===== src/ex_defs.svh =====
`ifndef EX_DEFS_SVH
`define EX_DEFS_SVH

// datapath widths
`define EX_XLEN        64
`define EX_INST_W      32
`define EX_REG_ADDR_W  5

// flow control
`define EX_QUEUE_DEPTH 4   // result queue entries, also upstream credits at reset
`define EX_OUT_CREDITS 2   // credits toward downstream at reset
`define EX_CREDIT_W    3

// major opcodes, inst[6:0]
`define EX_OPC_OP_IMM   7'b0010011
`define EX_OPC_OP_IMM_W 7'b0011011
`define EX_OPC_OP       7'b0110011
`define EX_OPC_OP_W     7'b0111011
`define EX_OPC_BRANCH   7'b1100011
`define EX_OPC_JAL      7'b1101111
`define EX_OPC_JALR     7'b1100111
`define EX_OPC_LUI      7'b0110111
`define EX_OPC_AUIPC    7'b0010111

// alu funct3
`define EX_F3_ADD_SUB  3'b000
`define EX_F3_SLL      3'b001
`define EX_F3_SLT      3'b010
`define EX_F3_SLTU     3'b011
`define EX_F3_XOR      3'b100
`define EX_F3_SR       3'b101   // srl and sra, split by inst[30]
`define EX_F3_OR       3'b110
`define EX_F3_AND      3'b111

// branch funct3
`define EX_F3_BEQ      3'b000
`define EX_F3_BNE      3'b001
`define EX_F3_BLT      3'b100
`define EX_F3_BGE      3'b101
`define EX_F3_BLTU     3'b110
`define EX_F3_BGEU     3'b111

`endif


===== src/ex_pkg.sv =====
`default_nettype none

`include "ex_defs.svh"

package ex_pkg;

    typedef logic [`EX_XLEN-1:0]       xlen_t;
    typedef logic [`EX_INST_W-1:0]     inst_t;
    typedef logic [`EX_REG_ADDR_W-1:0] reg_addr_t;
    typedef logic [`EX_CREDIT_W-1:0]   credit_cnt_t;

    // operation picked by decode
    typedef enum logic [3:0] {
        ALU_ADD,
        ALU_SUB,
        ALU_SLL,
        ALU_SLT,
        ALU_SLTU,
        ALU_XOR,
        ALU_SRL,
        ALU_SRA,
        ALU_OR,
        ALU_AND,
        ALU_PASS_B   // lui and anything not executed
    } alu_op_e;

    typedef enum logic [2:0] {
        BR_NONE,
        BR_EQ,
        BR_NE,
        BR_LT,
        BR_GE,
        BR_LTU,
        BR_GEU
    } br_cond_e;

endpackage

`default_nettype wire


===== src/ex_decode.sv =====
`timescale 1ns/1ps
`default_nettype none

`include "ex_defs.svh"

module ex_decode import ex_pkg::*; (
    input  wire        clk,
    input  wire        rst_n_i,
    input  wire        in_valid_i,
    input  inst_t      inst_i,
    input  xlen_t      inst_addr_i,
    input  xlen_t      op1_i,
    input  xlen_t      op2_i,
    input  xlen_t      base_addr_i,
    input  xlen_t      offset_addr_i,
    input  reg_addr_t  rd_addr_i,
    output logic       dec_valid_o,
    output alu_op_e    alu_op_o,
    output logic       word_o,
    output br_cond_e   br_cond_o,
    output logic       rd_wen_o,
    output logic       jump_o,
    output xlen_t      op1_o,
    output xlen_t      op2_o,
    output xlen_t      base_addr_o,
    output xlen_t      offset_addr_o,
    output xlen_t      inst_addr_o,
    output reg_addr_t  rd_addr_o
);

    logic [6:0] opcode;
    logic [2:0] funct3;
    logic       alt;        // inst[30] picks sub and sra
    logic       m_ext;      // inst[25] marks mul/div which are not executed here
    logic       w_f3_ok;    // W forms only have add/sub, sll, sr
    alu_op_e    op_d;
    br_cond_e   br_d;
    logic       word_d;
    logic       wen_d;
    logic       jump_d;

    assign opcode  = inst_i[6:0];
    assign funct3  = inst_i[14:12];
    assign alt     = inst_i[30];
    assign m_ext   = inst_i[25];
    assign w_f3_ok = (funct3 == `EX_F3_ADD_SUB) || (funct3 == `EX_F3_SLL)
                     || (funct3 == `EX_F3_SR);

    function automatic alu_op_e alu_sel(input logic [2:0] f3, input logic use_alt);
        case (f3)
            `EX_F3_ADD_SUB: alu_sel = use_alt ? ALU_SUB : ALU_ADD;
            `EX_F3_SLL:     alu_sel = ALU_SLL;
            `EX_F3_SLT:     alu_sel = ALU_SLT;
            `EX_F3_SLTU:    alu_sel = ALU_SLTU;
            `EX_F3_XOR:     alu_sel = ALU_XOR;
            `EX_F3_SR:      alu_sel = use_alt ? ALU_SRA : ALU_SRL;
            `EX_F3_OR:      alu_sel = ALU_OR;
            default:        alu_sel = ALU_AND;
        endcase
    endfunction

    always_comb begin
        op_d   = ALU_PASS_B;
        br_d   = BR_NONE;
        word_d = 1'b0;
        wen_d  = 1'b0;
        jump_d = 1'b0;
        case (opcode)
            `EX_OPC_OP_IMM: begin
                op_d  = alu_sel(funct3, alt && (funct3 == `EX_F3_SR)); // addi never subtracts
                wen_d = 1'b1;
            end
            `EX_OPC_OP: begin
                op_d  = alu_sel(funct3, alt);
                wen_d = !m_ext;
            end
            `EX_OPC_OP_IMM_W: begin
                op_d   = alu_sel(funct3, alt && (funct3 == `EX_F3_SR));
                word_d = 1'b1;
                wen_d  = w_f3_ok;
            end
            `EX_OPC_OP_W: begin
                op_d   = alu_sel(funct3, alt);
                word_d = 1'b1;
                wen_d  = w_f3_ok && !m_ext;
            end
            `EX_OPC_BRANCH: begin
                case (funct3)
                    `EX_F3_BEQ:  br_d = BR_EQ;
                    `EX_F3_BNE:  br_d = BR_NE;
                    `EX_F3_BLT:  br_d = BR_LT;
                    `EX_F3_BGE:  br_d = BR_GE;
                    `EX_F3_BLTU: br_d = BR_LTU;
                    `EX_F3_BGEU: br_d = BR_GEU;
                    default:     br_d = BR_NONE;
                endcase
            end
            `EX_OPC_JAL, `EX_OPC_JALR: begin
                op_d   = ALU_ADD;   // link value comes in as op1 + op2
                wen_d  = 1'b1;
                jump_d = 1'b1;
            end
            `EX_OPC_LUI:   wen_d = 1'b1;
            `EX_OPC_AUIPC: begin
                op_d  = ALU_ADD;
                wen_d = 1'b1;
            end
            default: ;              // result goes out with no side effects
        endcase
    end

    always_ff @(posedge clk) begin
        if (!rst_n_i) begin
            dec_valid_o <= 1'b0;
        end else begin
            dec_valid_o <= in_valid_i;
        end
    end

    always_ff @(posedge clk) begin
        if (in_valid_i) begin
            alu_op_o      <= op_d;
            word_o        <= word_d;
            br_cond_o     <= br_d;
            rd_wen_o      <= wen_d;
            jump_o        <= jump_d;
            op1_o         <= op1_i;
            op2_o         <= op2_i;
            base_addr_o   <= base_addr_i;
            offset_addr_o <= offset_addr_i;
            inst_addr_o   <= inst_addr_i;
            rd_addr_o     <= rd_addr_i;
        end
    end

    // an accepted instruction must decode to known controls
    a_inst_known: assert property (@(posedge clk) disable iff (!rst_n_i)
        in_valid_i |-> !$isunknown(inst_i));

endmodule

`default_nettype wire


===== src/ex_alu.sv =====
`timescale 1ns/1ps
`default_nettype none

`include "ex_defs.svh"

module ex_alu import ex_pkg::*; (
    input  wire        clk,
    input  wire        rst_n_i,
    input  wire        dec_valid_i,
    input  alu_op_e    alu_op_i,
    input  wire        word_i,
    input  br_cond_e   br_cond_i,
    input  wire        rd_wen_i,
    input  wire        jump_i,
    input  xlen_t      op1_i,
    input  xlen_t      op2_i,
    input  xlen_t      base_addr_i,
    input  xlen_t      offset_addr_i,
    input  xlen_t      inst_addr_i,
    input  reg_addr_t  rd_addr_i,
    output logic       alu_valid_o,
    output xlen_t      rd_wdata_o,
    output reg_addr_t  rd_waddr_o,
    output logic       reg_wen_o,
    output logic       jump_en_o,
    output xlen_t      jump_addr_o,
    output xlen_t      inst_addr_o
);

    logic [5:0] shamt;
    xlen_t      op1_srl;    // zero-extended low word for srlw
    xlen_t      op1_sra;    // sign-extended low word for sraw
    xlen_t      raw;
    xlen_t      result;
    xlen_t      target;
    logic       eq;
    logic       lt;
    logic       ltu;
    logic       taken;

    assign shamt   = word_i ? {1'b0, op2_i[4:0]} : op2_i[5:0];
    assign op1_srl = word_i ? {32'b0, op1_i[31:0]} : op1_i;
    assign op1_sra = word_i ? {{32{op1_i[31]}}, op1_i[31:0]} : op1_i;
    assign eq      = (op1_i == op2_i);
    assign lt      = ($signed(op1_i) < $signed(op2_i));
    assign ltu     = (op1_i < op2_i);
    assign target  = base_addr_i + offset_addr_i;

    always_comb begin
        case (alu_op_i)
            ALU_ADD:  raw = op1_i + op2_i;
            ALU_SUB:  raw = op1_i - op2_i;
            ALU_SLL:  raw = op1_i << shamt;
            ALU_SLT:  raw = {63'b0, lt};
            ALU_SLTU: raw = {63'b0, ltu};
            ALU_XOR:  raw = op1_i ^ op2_i;
            ALU_SRL:  raw = op1_srl >> shamt;
            ALU_SRA:  raw = $signed(op1_sra) >>> shamt;
            ALU_OR:   raw = op1_i | op2_i;
            ALU_AND:  raw = op1_i & op2_i;
            default:  raw = op2_i;  // pass b
        endcase
    end

    assign result = word_i ? {{32{raw[31]}}, raw[31:0]} : raw;

    always_comb begin
        case (br_cond_i)
            BR_EQ:   taken = eq;
            BR_NE:   taken = !eq;
            BR_LT:   taken = lt;
            BR_GE:   taken = !lt;
            BR_LTU:  taken = ltu;
            BR_GEU:  taken = !ltu;
            default: taken = 1'b0;
        endcase
    end

    // flags are qualified by valid so a bubble never looks like a jump
    always_ff @(posedge clk) begin
        if (!rst_n_i) begin
            alu_valid_o <= 1'b0;
            reg_wen_o   <= 1'b0;
            jump_en_o   <= 1'b0;
        end else begin
            alu_valid_o <= dec_valid_i;
            reg_wen_o   <= dec_valid_i && rd_wen_i;
            jump_en_o   <= dec_valid_i && (jump_i || taken);
        end
    end

    always_ff @(posedge clk) begin
        if (dec_valid_i) begin
            rd_wdata_o  <= result;
            rd_waddr_o  <= rd_addr_i;
            jump_addr_o <= (jump_i || taken) ? target : '0;
            inst_addr_o <= inst_addr_i;
        end
    end

    // jal and jalr always link and never carry a branch condition
    a_jump_is_link: assert property (@(posedge clk) disable iff (!rst_n_i)
        (dec_valid_i && jump_i) |-> (rd_wen_i && (br_cond_i == BR_NONE)));

endmodule

`default_nettype wire


===== src/ex_result.sv =====
`timescale 1ns/1ps
`default_nettype none

`include "ex_defs.svh"

module ex_result import ex_pkg::*; (
    input  wire        clk,
    input  wire        rst_n_i,
    input  wire        alu_valid_i,
    input  xlen_t      rd_wdata_i,
    input  reg_addr_t  rd_waddr_i,
    input  wire        reg_wen_i,
    input  wire        jump_en_i,
    input  xlen_t      jump_addr_i,
    input  xlen_t      inst_addr_i,
    input  wire        out_credit_i,
    output logic       out_valid_o,
    output logic       in_credit_o,
    output xlen_t      rd_wdata_o,
    output reg_addr_t  rd_waddr_o,
    output logic       reg_wen_o,
    output logic       jump_en_o,
    output xlen_t      jump_addr_o,
    output xlen_t      inst_addr_o
);

    localparam int PTR_W = $clog2(`EX_QUEUE_DEPTH);

    xlen_t       wdata_mem [`EX_QUEUE_DEPTH];
    reg_addr_t   waddr_mem [`EX_QUEUE_DEPTH];
    logic        wen_mem   [`EX_QUEUE_DEPTH];
    logic        jump_mem  [`EX_QUEUE_DEPTH];
    xlen_t       jaddr_mem [`EX_QUEUE_DEPTH];
    xlen_t       pc_mem    [`EX_QUEUE_DEPTH];

    logic [PTR_W-1:0] wr_ptr_q;
    logic [PTR_W-1:0] rd_ptr_q;
    credit_cnt_t      count_q;      // entries held
    credit_cnt_t      credit_q;     // credits toward downstream
    logic             from_mem;     // head comes from storage, else straight from alu
    logic             pop;
    logic             pop_mem;
    logic             push;

    assign from_mem = (count_q != '0);
    assign pop      = (from_mem || alu_valid_i) && (credit_q != '0);
    assign pop_mem  = pop && from_mem;
    assign push     = alu_valid_i && !(pop && !from_mem);  // empty queue bypass

    always_ff @(posedge clk) begin
        if (!rst_n_i) begin
            wr_ptr_q <= '0;
            rd_ptr_q <= '0;
            count_q  <= '0;
            credit_q <= credit_cnt_t'(`EX_OUT_CREDITS);
        end else begin
            if (push) wr_ptr_q <= wr_ptr_q + PTR_W'(1);
            if (pop_mem) rd_ptr_q <= rd_ptr_q + PTR_W'(1);
            count_q  <= count_q + credit_cnt_t'(push) - credit_cnt_t'(pop_mem);
            credit_q <= credit_q - credit_cnt_t'(pop) + credit_cnt_t'(out_credit_i);
        end
    end

    always_ff @(posedge clk) begin
        if (push) begin
            wdata_mem[wr_ptr_q] <= rd_wdata_i;
            waddr_mem[wr_ptr_q] <= rd_waddr_i;
            wen_mem[wr_ptr_q]   <= reg_wen_i;
            jump_mem[wr_ptr_q]  <= jump_en_i;
            jaddr_mem[wr_ptr_q] <= jump_addr_i;
            pc_mem[wr_ptr_q]    <= inst_addr_i;
        end
    end

    always_ff @(posedge clk) begin
        if (!rst_n_i) begin
            out_valid_o <= 1'b0;
            in_credit_o <= 1'b0;
            reg_wen_o   <= 1'b0;
            jump_en_o   <= 1'b0;
        end else begin
            out_valid_o <= pop;
            in_credit_o <= pop;     // one upstream credit per result leaving
            reg_wen_o   <= pop && (from_mem ? wen_mem[rd_ptr_q] : reg_wen_i);
            jump_en_o   <= pop && (from_mem ? jump_mem[rd_ptr_q] : jump_en_i);
        end
    end

    always_ff @(posedge clk) begin
        if (pop) begin
            rd_wdata_o  <= from_mem ? wdata_mem[rd_ptr_q] : rd_wdata_i;
            rd_waddr_o  <= from_mem ? waddr_mem[rd_ptr_q] : rd_waddr_i;
            jump_addr_o <= from_mem ? jaddr_mem[rd_ptr_q] : jump_addr_i;
            inst_addr_o <= from_mem ? pc_mem[rd_ptr_q] : inst_addr_i;
        end
    end

    // upstream credits bound everything in flight to the queue depth
    a_no_overflow: assert property (@(posedge clk) disable iff (!rst_n_i)
        push |-> (count_q < `EX_QUEUE_DEPTH));

    a_credit_bound: assert property (@(posedge clk) disable iff (!rst_n_i)
        credit_q <= `EX_OUT_CREDITS);

endmodule

`default_nettype wire


===== src/ex_stage.sv =====
`timescale 1ns/1ps
`default_nettype none

`include "ex_defs.svh"

module ex_stage import ex_pkg::*; (
    input  wire        clk,
    input  wire        rst_n_i,
    // upstream
    input  wire        in_valid_i,
    input  inst_t      inst_i,
    input  xlen_t      inst_addr_i,
    input  xlen_t      op1_i,
    input  xlen_t      op2_i,
    input  xlen_t      base_addr_i,
    input  xlen_t      offset_addr_i,
    input  reg_addr_t  rd_addr_i,
    output logic       in_credit_o,
    // downstream
    output logic       out_valid_o,
    output xlen_t      rd_wdata_o,
    output reg_addr_t  rd_waddr_o,
    output logic       reg_wen_o,
    output logic       jump_en_o,
    output xlen_t      jump_addr_o,
    output xlen_t      inst_addr_o,
    input  wire        out_credit_i
);

    // decode to alu
    logic       dec_valid;
    alu_op_e    dec_op;
    logic       dec_word;
    br_cond_e   dec_br;
    logic       dec_wen;
    logic       dec_jump;
    xlen_t      dec_op1;
    xlen_t      dec_op2;
    xlen_t      dec_base;
    xlen_t      dec_offset;
    xlen_t      dec_pc;
    reg_addr_t  dec_rd;

    // alu to result queue
    logic       alu_valid;
    xlen_t      alu_wdata;
    reg_addr_t  alu_waddr;
    logic       alu_wen;
    logic       alu_jump;
    xlen_t      alu_jaddr;
    xlen_t      alu_pc;

    ex_decode u_decode (
        .clk           (clk),
        .rst_n_i       (rst_n_i),
        .in_valid_i    (in_valid_i),
        .inst_i        (inst_i),
        .inst_addr_i   (inst_addr_i),
        .op1_i         (op1_i),
        .op2_i         (op2_i),
        .base_addr_i   (base_addr_i),
        .offset_addr_i (offset_addr_i),
        .rd_addr_i     (rd_addr_i),
        .dec_valid_o   (dec_valid),
        .alu_op_o      (dec_op),
        .word_o        (dec_word),
        .br_cond_o     (dec_br),
        .rd_wen_o      (dec_wen),
        .jump_o        (dec_jump),
        .op1_o         (dec_op1),
        .op2_o         (dec_op2),
        .base_addr_o   (dec_base),
        .offset_addr_o (dec_offset),
        .inst_addr_o   (dec_pc),
        .rd_addr_o     (dec_rd)
    );

    ex_alu u_alu (
        .clk           (clk),
        .rst_n_i       (rst_n_i),
        .dec_valid_i   (dec_valid),
        .alu_op_i      (dec_op),
        .word_i        (dec_word),
        .br_cond_i     (dec_br),
        .rd_wen_i      (dec_wen),
        .jump_i        (dec_jump),
        .op1_i         (dec_op1),
        .op2_i         (dec_op2),
        .base_addr_i   (dec_base),
        .offset_addr_i (dec_offset),
        .inst_addr_i   (dec_pc),
        .rd_addr_i     (dec_rd),
        .alu_valid_o   (alu_valid),
        .rd_wdata_o    (alu_wdata),
        .rd_waddr_o    (alu_waddr),
        .reg_wen_o     (alu_wen),
        .jump_en_o     (alu_jump),
        .jump_addr_o   (alu_jaddr),
        .inst_addr_o   (alu_pc)
    );

    ex_result u_result (
        .clk           (clk),
        .rst_n_i       (rst_n_i),
        .alu_valid_i   (alu_valid),
        .rd_wdata_i    (alu_wdata),
        .rd_waddr_i    (alu_waddr),
        .reg_wen_i     (alu_wen),
        .jump_en_i     (alu_jump),
        .jump_addr_i   (alu_jaddr),
        .inst_addr_i   (alu_pc),
        .out_credit_i  (out_credit_i),
        .out_valid_o   (out_valid_o),
        .in_credit_o   (in_credit_o),
        .rd_wdata_o    (rd_wdata_o),
        .rd_waddr_o    (rd_waddr_o),
        .reg_wen_o     (reg_wen_o),
        .jump_en_o     (jump_en_o),
        .jump_addr_o   (jump_addr_o),
        .inst_addr_o   (inst_addr_o)
    );

endmodule

`default_nettype wire


===== config.mk =====
export PLATFORM = sky130hd
export DESIGN_NAME = ex_stage
export DESIGN_NICKNAME = d
export VERILOG_FILES = /design/src/ex_pkg.sv /design/src/ex_decode.sv /design/src/ex_alu.sv /design/src/ex_result.sv /design/src/ex_stage.sv
export VERILOG_INCLUDE_DIRS = /design/src
export SDC_FILE = /design/constraint.sdc
export NUM_CORES = 2
export LEC_CHECK = 0
export ABC_AREA = 0
export BUFFER_PORTS_ARGS = -buffer_cell sky130_fd_sc_hd__buf_2
export CAP_MARGIN = 10
export CORE_MARGIN = 5
export CORE_UTILIZATION = 30
export DETAILED_ROUTE_END_ITERATION = 10
export PLACE_DENSITY_LB_ADDON = 0.12
export RECOVER_POWER = 50
export SKIP_LAST_GASP = 1
export SYNTH_ARGS = -nofsm -noshare
export SYNTH_HDL_FRONTEND = slang
export SYNTH_SLANG_ARGS = --single-unit

===== constraint.sdc =====
create_clock -name clk -period 34 [get_ports clk]
set_input_delay 3.4 -clock clk [delete_from_list [all_inputs] [get_ports clk]]
set_output_delay 3.4 -clock clk [all_outputs]
set_load 0.01 [all_outputs]

Yosys cells after proc, flatten, opt, wreduce, memory -nomap -nowiden --
Memories as Yosys holds them, arrays and structs flattened. A register that Yosys moved wholly into a read port is not among the register bits. Cells that the tools add are included.
Operators by class: add/sub/neg operators 9, shift-type cells 3, muxes and demuxes 37, $lt $le $gt $ge 2, eq/ne operators 32, reduce and logical (&&, ||, !) cells 30, bitwise logic cells 3
Operators by type and width (number):
- $pmux W64 S10 | 1
- $mux W64 | 6
- $add A64 B64 Y64 | 2
- $lt A64 B64 Y1 | 2
- $and A64 B64 Y64 | 1
- $eq A64 B64 Y1 | 1
- $or A64 B64 Y64 | 1
- $shl A64 B6 Y64 | 1
- $shr A64 B6 Y64 | 1
- $sshr A64 B6 Y64 | 1
- $sub A64 B64 Y64 | 1
- $xor A64 B64 Y64 | 1
- $pmux W4 S7 | 2
- $mux W2 | 12
- $eq A3 B3 Y1 const B | 7
- $eq A7 B5 Y1 const B | 3
- $eq A7 B6 Y1 const B | 3
- $eq A7 B7 Y1 const B | 3
- $pmux W3 S6 | 1
- $eq A4 B3 Y1 const B | 4
- $eq A3 B2 Y1 const B | 4
- $pmux W4 S3 | 1
- $logic_and A1 B1 Y1 | 10
- $mux W1 | 10
- 19 further kinds | 37
Word-level totals: memories 6, input port bits 361, register bits after elaboration 746, memory bits (writable) 796
Memory list:
- u_result.jaddr_mem | words 4, bits a word 64, read ports 1, clocked after memory_dff 1, wr ports 1, line ex_result.sv:33 | xlen_t jaddr_mem [`EX_QUEUE_DEPTH];
- u_result.pc_mem | words 4, bits a word 64, read ports 1, clocked after memory_dff 1, wr ports 1, line ex_result.sv:34 | xlen_t pc_mem [`EX_QUEUE_DEPTH];
- u_result.wdata_mem | words 4, bits a word 64, read ports 1, clocked after memory_dff 1, wr ports 1, line ex_result.sv:29 | xlen_t wdata_mem [`EX_QUEUE_DEPTH];
- u_result.waddr_mem | words 4, bits a word 5, read ports 1, clocked after memory_dff 1, wr ports 1, line ex_result.sv:30 | reg_addr_t waddr_mem [`EX_QUEUE_DEPTH];
- u_result.jump_mem | words 4, bits a word 1, read ports 1, clocked after memory_dff 1, wr ports 1, line ex_result.sv:32 | logic jump_mem [`EX_QUEUE_DEPTH];
- u_result.wen_mem | words 4, bits a word 1, read ports 1, clocked after memory_dff 1, wr ports 1, line ex_result.sv:31 | logic wen_mem [`EX_QUEUE_DEPTH];

Longest topological paths before layout --
depth after elaboration 8, mapped depth 23, mapped depth without buffers 16

By module --
Synthesis repeated with hierarchy kept, for this count alone.
Second synthesis, totals: cell total of the unflattened synthesis 6443, area, all modules 79673.9 um^2
By module, submodules not included:
- ex_result | instances 1, cells an instance 1951, area each 37738.7 um^2
- ex_alu | instances 1, cells an instance 4115, area each 31597.8 um^2
- ex_decode | instances 1, cells an instance 377, area each 10337.4 um^2

Worst setup path before layout --
OpenSTA, ideal clock, no wires.
path type reg-to-reg, from register u_result.count_q[1], to register u_result.credit_q[2], stages on the path, launching flop included 13, period minus slack after synthesis 11.397 ns, slack 22.603 ns, arrival 11.282 ns, data required time 33.885 ns, path buffers 1, cell sequence dfxtp_1 or3_1 clkbuf_1 nor2_1 nor2_1 ha_1 inv_1 ha_1 inv_1 fa_1 xnor2_1 xnor2_1 and2_1
Between the ends: cells in the longest elaborated chain, start to end 5
Ends and longest elaborated chain:
- start: declaration | line ex_result.sv:38 | credit_cnt_t count_q;
- start signal: assignment | line ex_result.sv:59 | count_q <= count_q + credit_cnt_t'(push) - credit_cnt_t'(pop_mem);
- $reduce_bool A3 Y1 | line ex_result.sv:45 | assign from_mem = (count_q != '0);
- $logic_or A1 B1 Y1 | line ex_result.sv:46 | assign pop = (from_mem || alu_valid_i) && (credit_q != '0);
- $logic_and A1 B1 Y1 | line ex_result.sv:46
- via u_result.pop | line ex_result.sv:41 | logic pop;
- $sub A3 B1 Y3 | line ex_result.sv:60 | credit_q <= credit_q - credit_cnt_t'(pop) + credit_cnt_t'(out_credit_i);
- $add A3 B1 Y3 | line ex_result.sv:60
- end signal: assignment | line ex_result.sv:55 | credit_q <= credit_cnt_t'(`EX_OUT_CREDITS);
- end signal: assignment | line ex_result.sv:60
- end: declaration | line ex_result.sv:39 | credit_cnt_t credit_q;
The timed path passes the listed nets, and every way through them passes these cells. A chain may end at the register's enable or synchronous reset.

==> impl_results.md <==
- Status: complete, but fails checks
- Failing checks: max-capacitance violations, max-slew violations
- CTS tree: built
- DRC: 0
- Layout Skew: roughly 0.11 ns
- RSZ-0062 raised after global routing: false
- Unique cell type count in the Yosys netlist: 84
- Syn Inst Count: 6,540
- WL/cell: between 20 and 30 µm
- Nets: 7,649
- Req. time, crit path: 34.55 ns
- CTS Buffer Depth: 4
- Root buf cell: clkbuf_16
- Post-layout util: 34.8%
- Vias/cell: 5.40
- Main combinational cell family by area after synthesis: compound AO/OA/AOI/OAI gates
- Met2 GRT Util: 34.3%
- Met1 Usage GRT: 31.6%
- PortBufs: 541
- Post-Synth Simple-Gate Area: 10.1%
- Die height: 523 µm
- Crit path DAT: 10.32 ns
- Worst-Skew Late Latency: about 0.86 ns
- Post-route minimum period: 9.77 ns
- Setup violators final: 0
- Synth Cell Area: 79,000 µm²
- Layout Area Growth over Synthesis: 15.5%
- Worst-Margin Slew: 8.26 ns
- DRT Pass-1 Iters: 6
- Post-synthesis compound-gate area fraction: 13.2%
- Gr busiest metal: met2
- CTS Sinks: 1,544
- Ys flop type: edfxtp_1
- Synth top area share: 58.0%
- Worst Setup End Kind: flop
- Die footprint: 274,000 µm²
- GPL Wtd Cong: about 0.98
- Layout cells sized above 1: 17.0%
- Yosys top cell by area: edfxtp_1
- Critical path class: reg -> reg
- CP max FO: 87
- Die span in x: 523 µm
- Top cells by count, synth: 1,525 x edfxtp_1, 951 x nand2_1, 554 x nor2_1
- Register area share after synthesis: 58.5%
- LEAKAGE: 33.1 nW
- Synth Register Bits: 1,544
- Avg Inst Size Synth: 12.1 µm²
- Post-Synth Adder-Cell Area: under 10%
- Async set-reset flop share out of synthesis: 0%
- Area contributors post-synth: edfxtp_1 58%, mux4_2 6.6%, nand2_1 4.5%
- Initial DRC Count: ~5.7k
- Remaining antenna violation count after routing: 0
- Final period util: about 29%
- Largest net degree at the start of global routing: 117
- Max cap viols: 13
- First-pass GRT wire length: 438,000 µm
- Synthesis Warnings: 0
- Maximum achievable frequency: 0.102 GHz
- Maximum resistive drop on vdd: 0.0550 mV
- Total GRT Usage: around 22%
- Post-CTS setup buffer count: 0
- Vias in the first global route: 56.6k
- DP Cell Count: 10.3k
- Startpoint types: flop
- Setup TNS: 0 ns
- Met3 Use GR: 3.84%
- Cts hold-fix bufs: 0
- Total number of vias: 57.6k
- Io pins: 562
- CTS buffer count: 180
- Final non-filler cell total: 10.7k
- Final Hold Vio Count: 0
- Worst Hold Class: reg -> reg
- CTS H-tree depth: 4
- Pins Over Slew Limit: 686
- Syn nets: 7,175
- Number of flops mapped to enable cells by yosys: 1,525
- Core area: 262,000 µm²
- Total Routed Length: ~320,000 µm
- Rows: 188
- Slew headroom: -451%
- Count leader, synth: edfxtp_1
- Initial Util: 30.1%
- Total grt overflow: 0
- Antenna violations before repair: 24
- Post-synthesis mux area share: 9.28%
- Number of gates resized after CTS: 0
- Post-DP HPWL: 228,000 µm
- Post-Synth XOR/XNOR Area: 1.29%
- P per Cell Area: 69.5 nW/µm²
- CTS clk-pin slew, worst paths: ~0.06 ns
-- metrics by stage --
| step | setup slack, ns | cell area (µm²) | hold WS [ns] | total power, mW |
|---|---|---|---|---|
| after floorplan | 22.60 | 79000 | 0.400 | 3.70 |
| after global placement | 27.09 | 85800 | 0.402 | 4.51 |
| after detailed placement | 27.10 | 85800 | 0.405 | 4.51 |
| after CTS | 27.03 | 91400 | 0.414 | 6.40 |
| after global routing | 22.62 | 91200 | 0.421 | 6.66 |
| final | 24.23 | 91300 | 0.416 | 6.34 |
-- where the power goes --
group	total [mW]	switching [mW]	internal, mW	leakage (nW)
clock	1.86	0.769	1.09	2.75
combinational	1.90	1.25	0.654	16.0
sequential	2.58	0.144	2.44	14.4
total	6.34	2.16	4.18	33.1
-- sequential cells by signal (all words and copies together) (netlist names), 20 cells and up, named ones only --
| register | count |
|---|---|
| u_alu.inst_addr_o | 64 |
| u_alu.jump_addr_o | 64 |
| u_alu.rd_wdata_o | 64 |
| u_decode.base_addr_o | 64 |
| u_decode.inst_addr_o | 64 |
| u_decode.offset_addr_o | 64 |
| u_decode.op1_o | 64 |
| u_decode.op2_o | 64 |
| u_result.inst_addr_o | 64 |
| u_result.jaddr_mem | 256 |
| u_result.jump_addr_o | 64 |
| u_result.pc_mem | 256 |
| u_result.rd_wdata_o | 64 |
| u_result.waddr_mem | 20 |
| u_result.wdata_mem | 256 |
-- critical path, stage by stage, from the launching register on --
cell,delay (ns)
dfxtp_1,2.14
clkbuf_1,5.88
mux4_2,1.00
nand2_1,0.11
nand2_1,0.13
-- routing by layer --
layer / wire length [µm] / vias to the layer above
li1: - / 25621
met1: 142000 / 29317
met2: 140000 / 2164
met3: 21000 / 505
met4: 11500 / 12
met5: 70 / -
-- cell usage in the layout (no fill, tap or decap), drive strengths merged, types with 49 or more instances in the layout --
| cell type | instances |
|---|---|
| a211oi | 82 |
| a21o | 93 |
| a21oi | 528 |
| a221oi | 58 |
| buf | 632 |
| clkbuf | 283 |
| clkinv | 80 |
| edfxtp | 1525 |
| ha | 269 |
| inv | 226 |
| mux2 | 49 |
| mux2i | 160 |
| mux4 | 230 |
| nand2 | 951 |
| nand3 | 64 |
| nor2 | 554 |
| nor3 | 72 |
| o211ai | 110 |
| o21ai | 317 |
| o31ai | 61 |
| xnor2 | 87 |
-- cell type report --
class                   instances  area [µm²]
repair buffers                705        3860
clock inverters               101         890
clock buffers                 210        4700
multi-input cells            4360       30400
inverters                     223         843
diodes                         10        25.0
well taps                    3515        4400
flip-flops and latches       1544       46200
fillers                     26151      171000
-- final timing paths --
check	from	end	slack, ns	cells after the start
worst min register to register	u_decode.inst_addr_o[26]	u_alu.inst_addr_o[26]	0.42	0
worst max-delay path	flop	u_result.jump_addr_o[23]	24.23	4
worst min-delay path	u_decode.inst_addr_o[26]	u_alu.inst_addr_o[26]	0.42	0
worst max register to register	flop	u_result.jump_addr_o[23]	24.23	4
-- cells by family (layout without fill, tap and decap cells) --
family                     after synthesis  in the layout
AOI/OAI and AO/OA                     1629           1629
muxes                                  439            439
other                                    0             10
xor gates and xnor gates               116            116
adders and majority gates              274            274
DFF                                   1544           1544
buffers and inverters                  636           1239
and+or+nand+nor                       1902           1902
No activity file was read; power rests on OpenSTA's default activity.
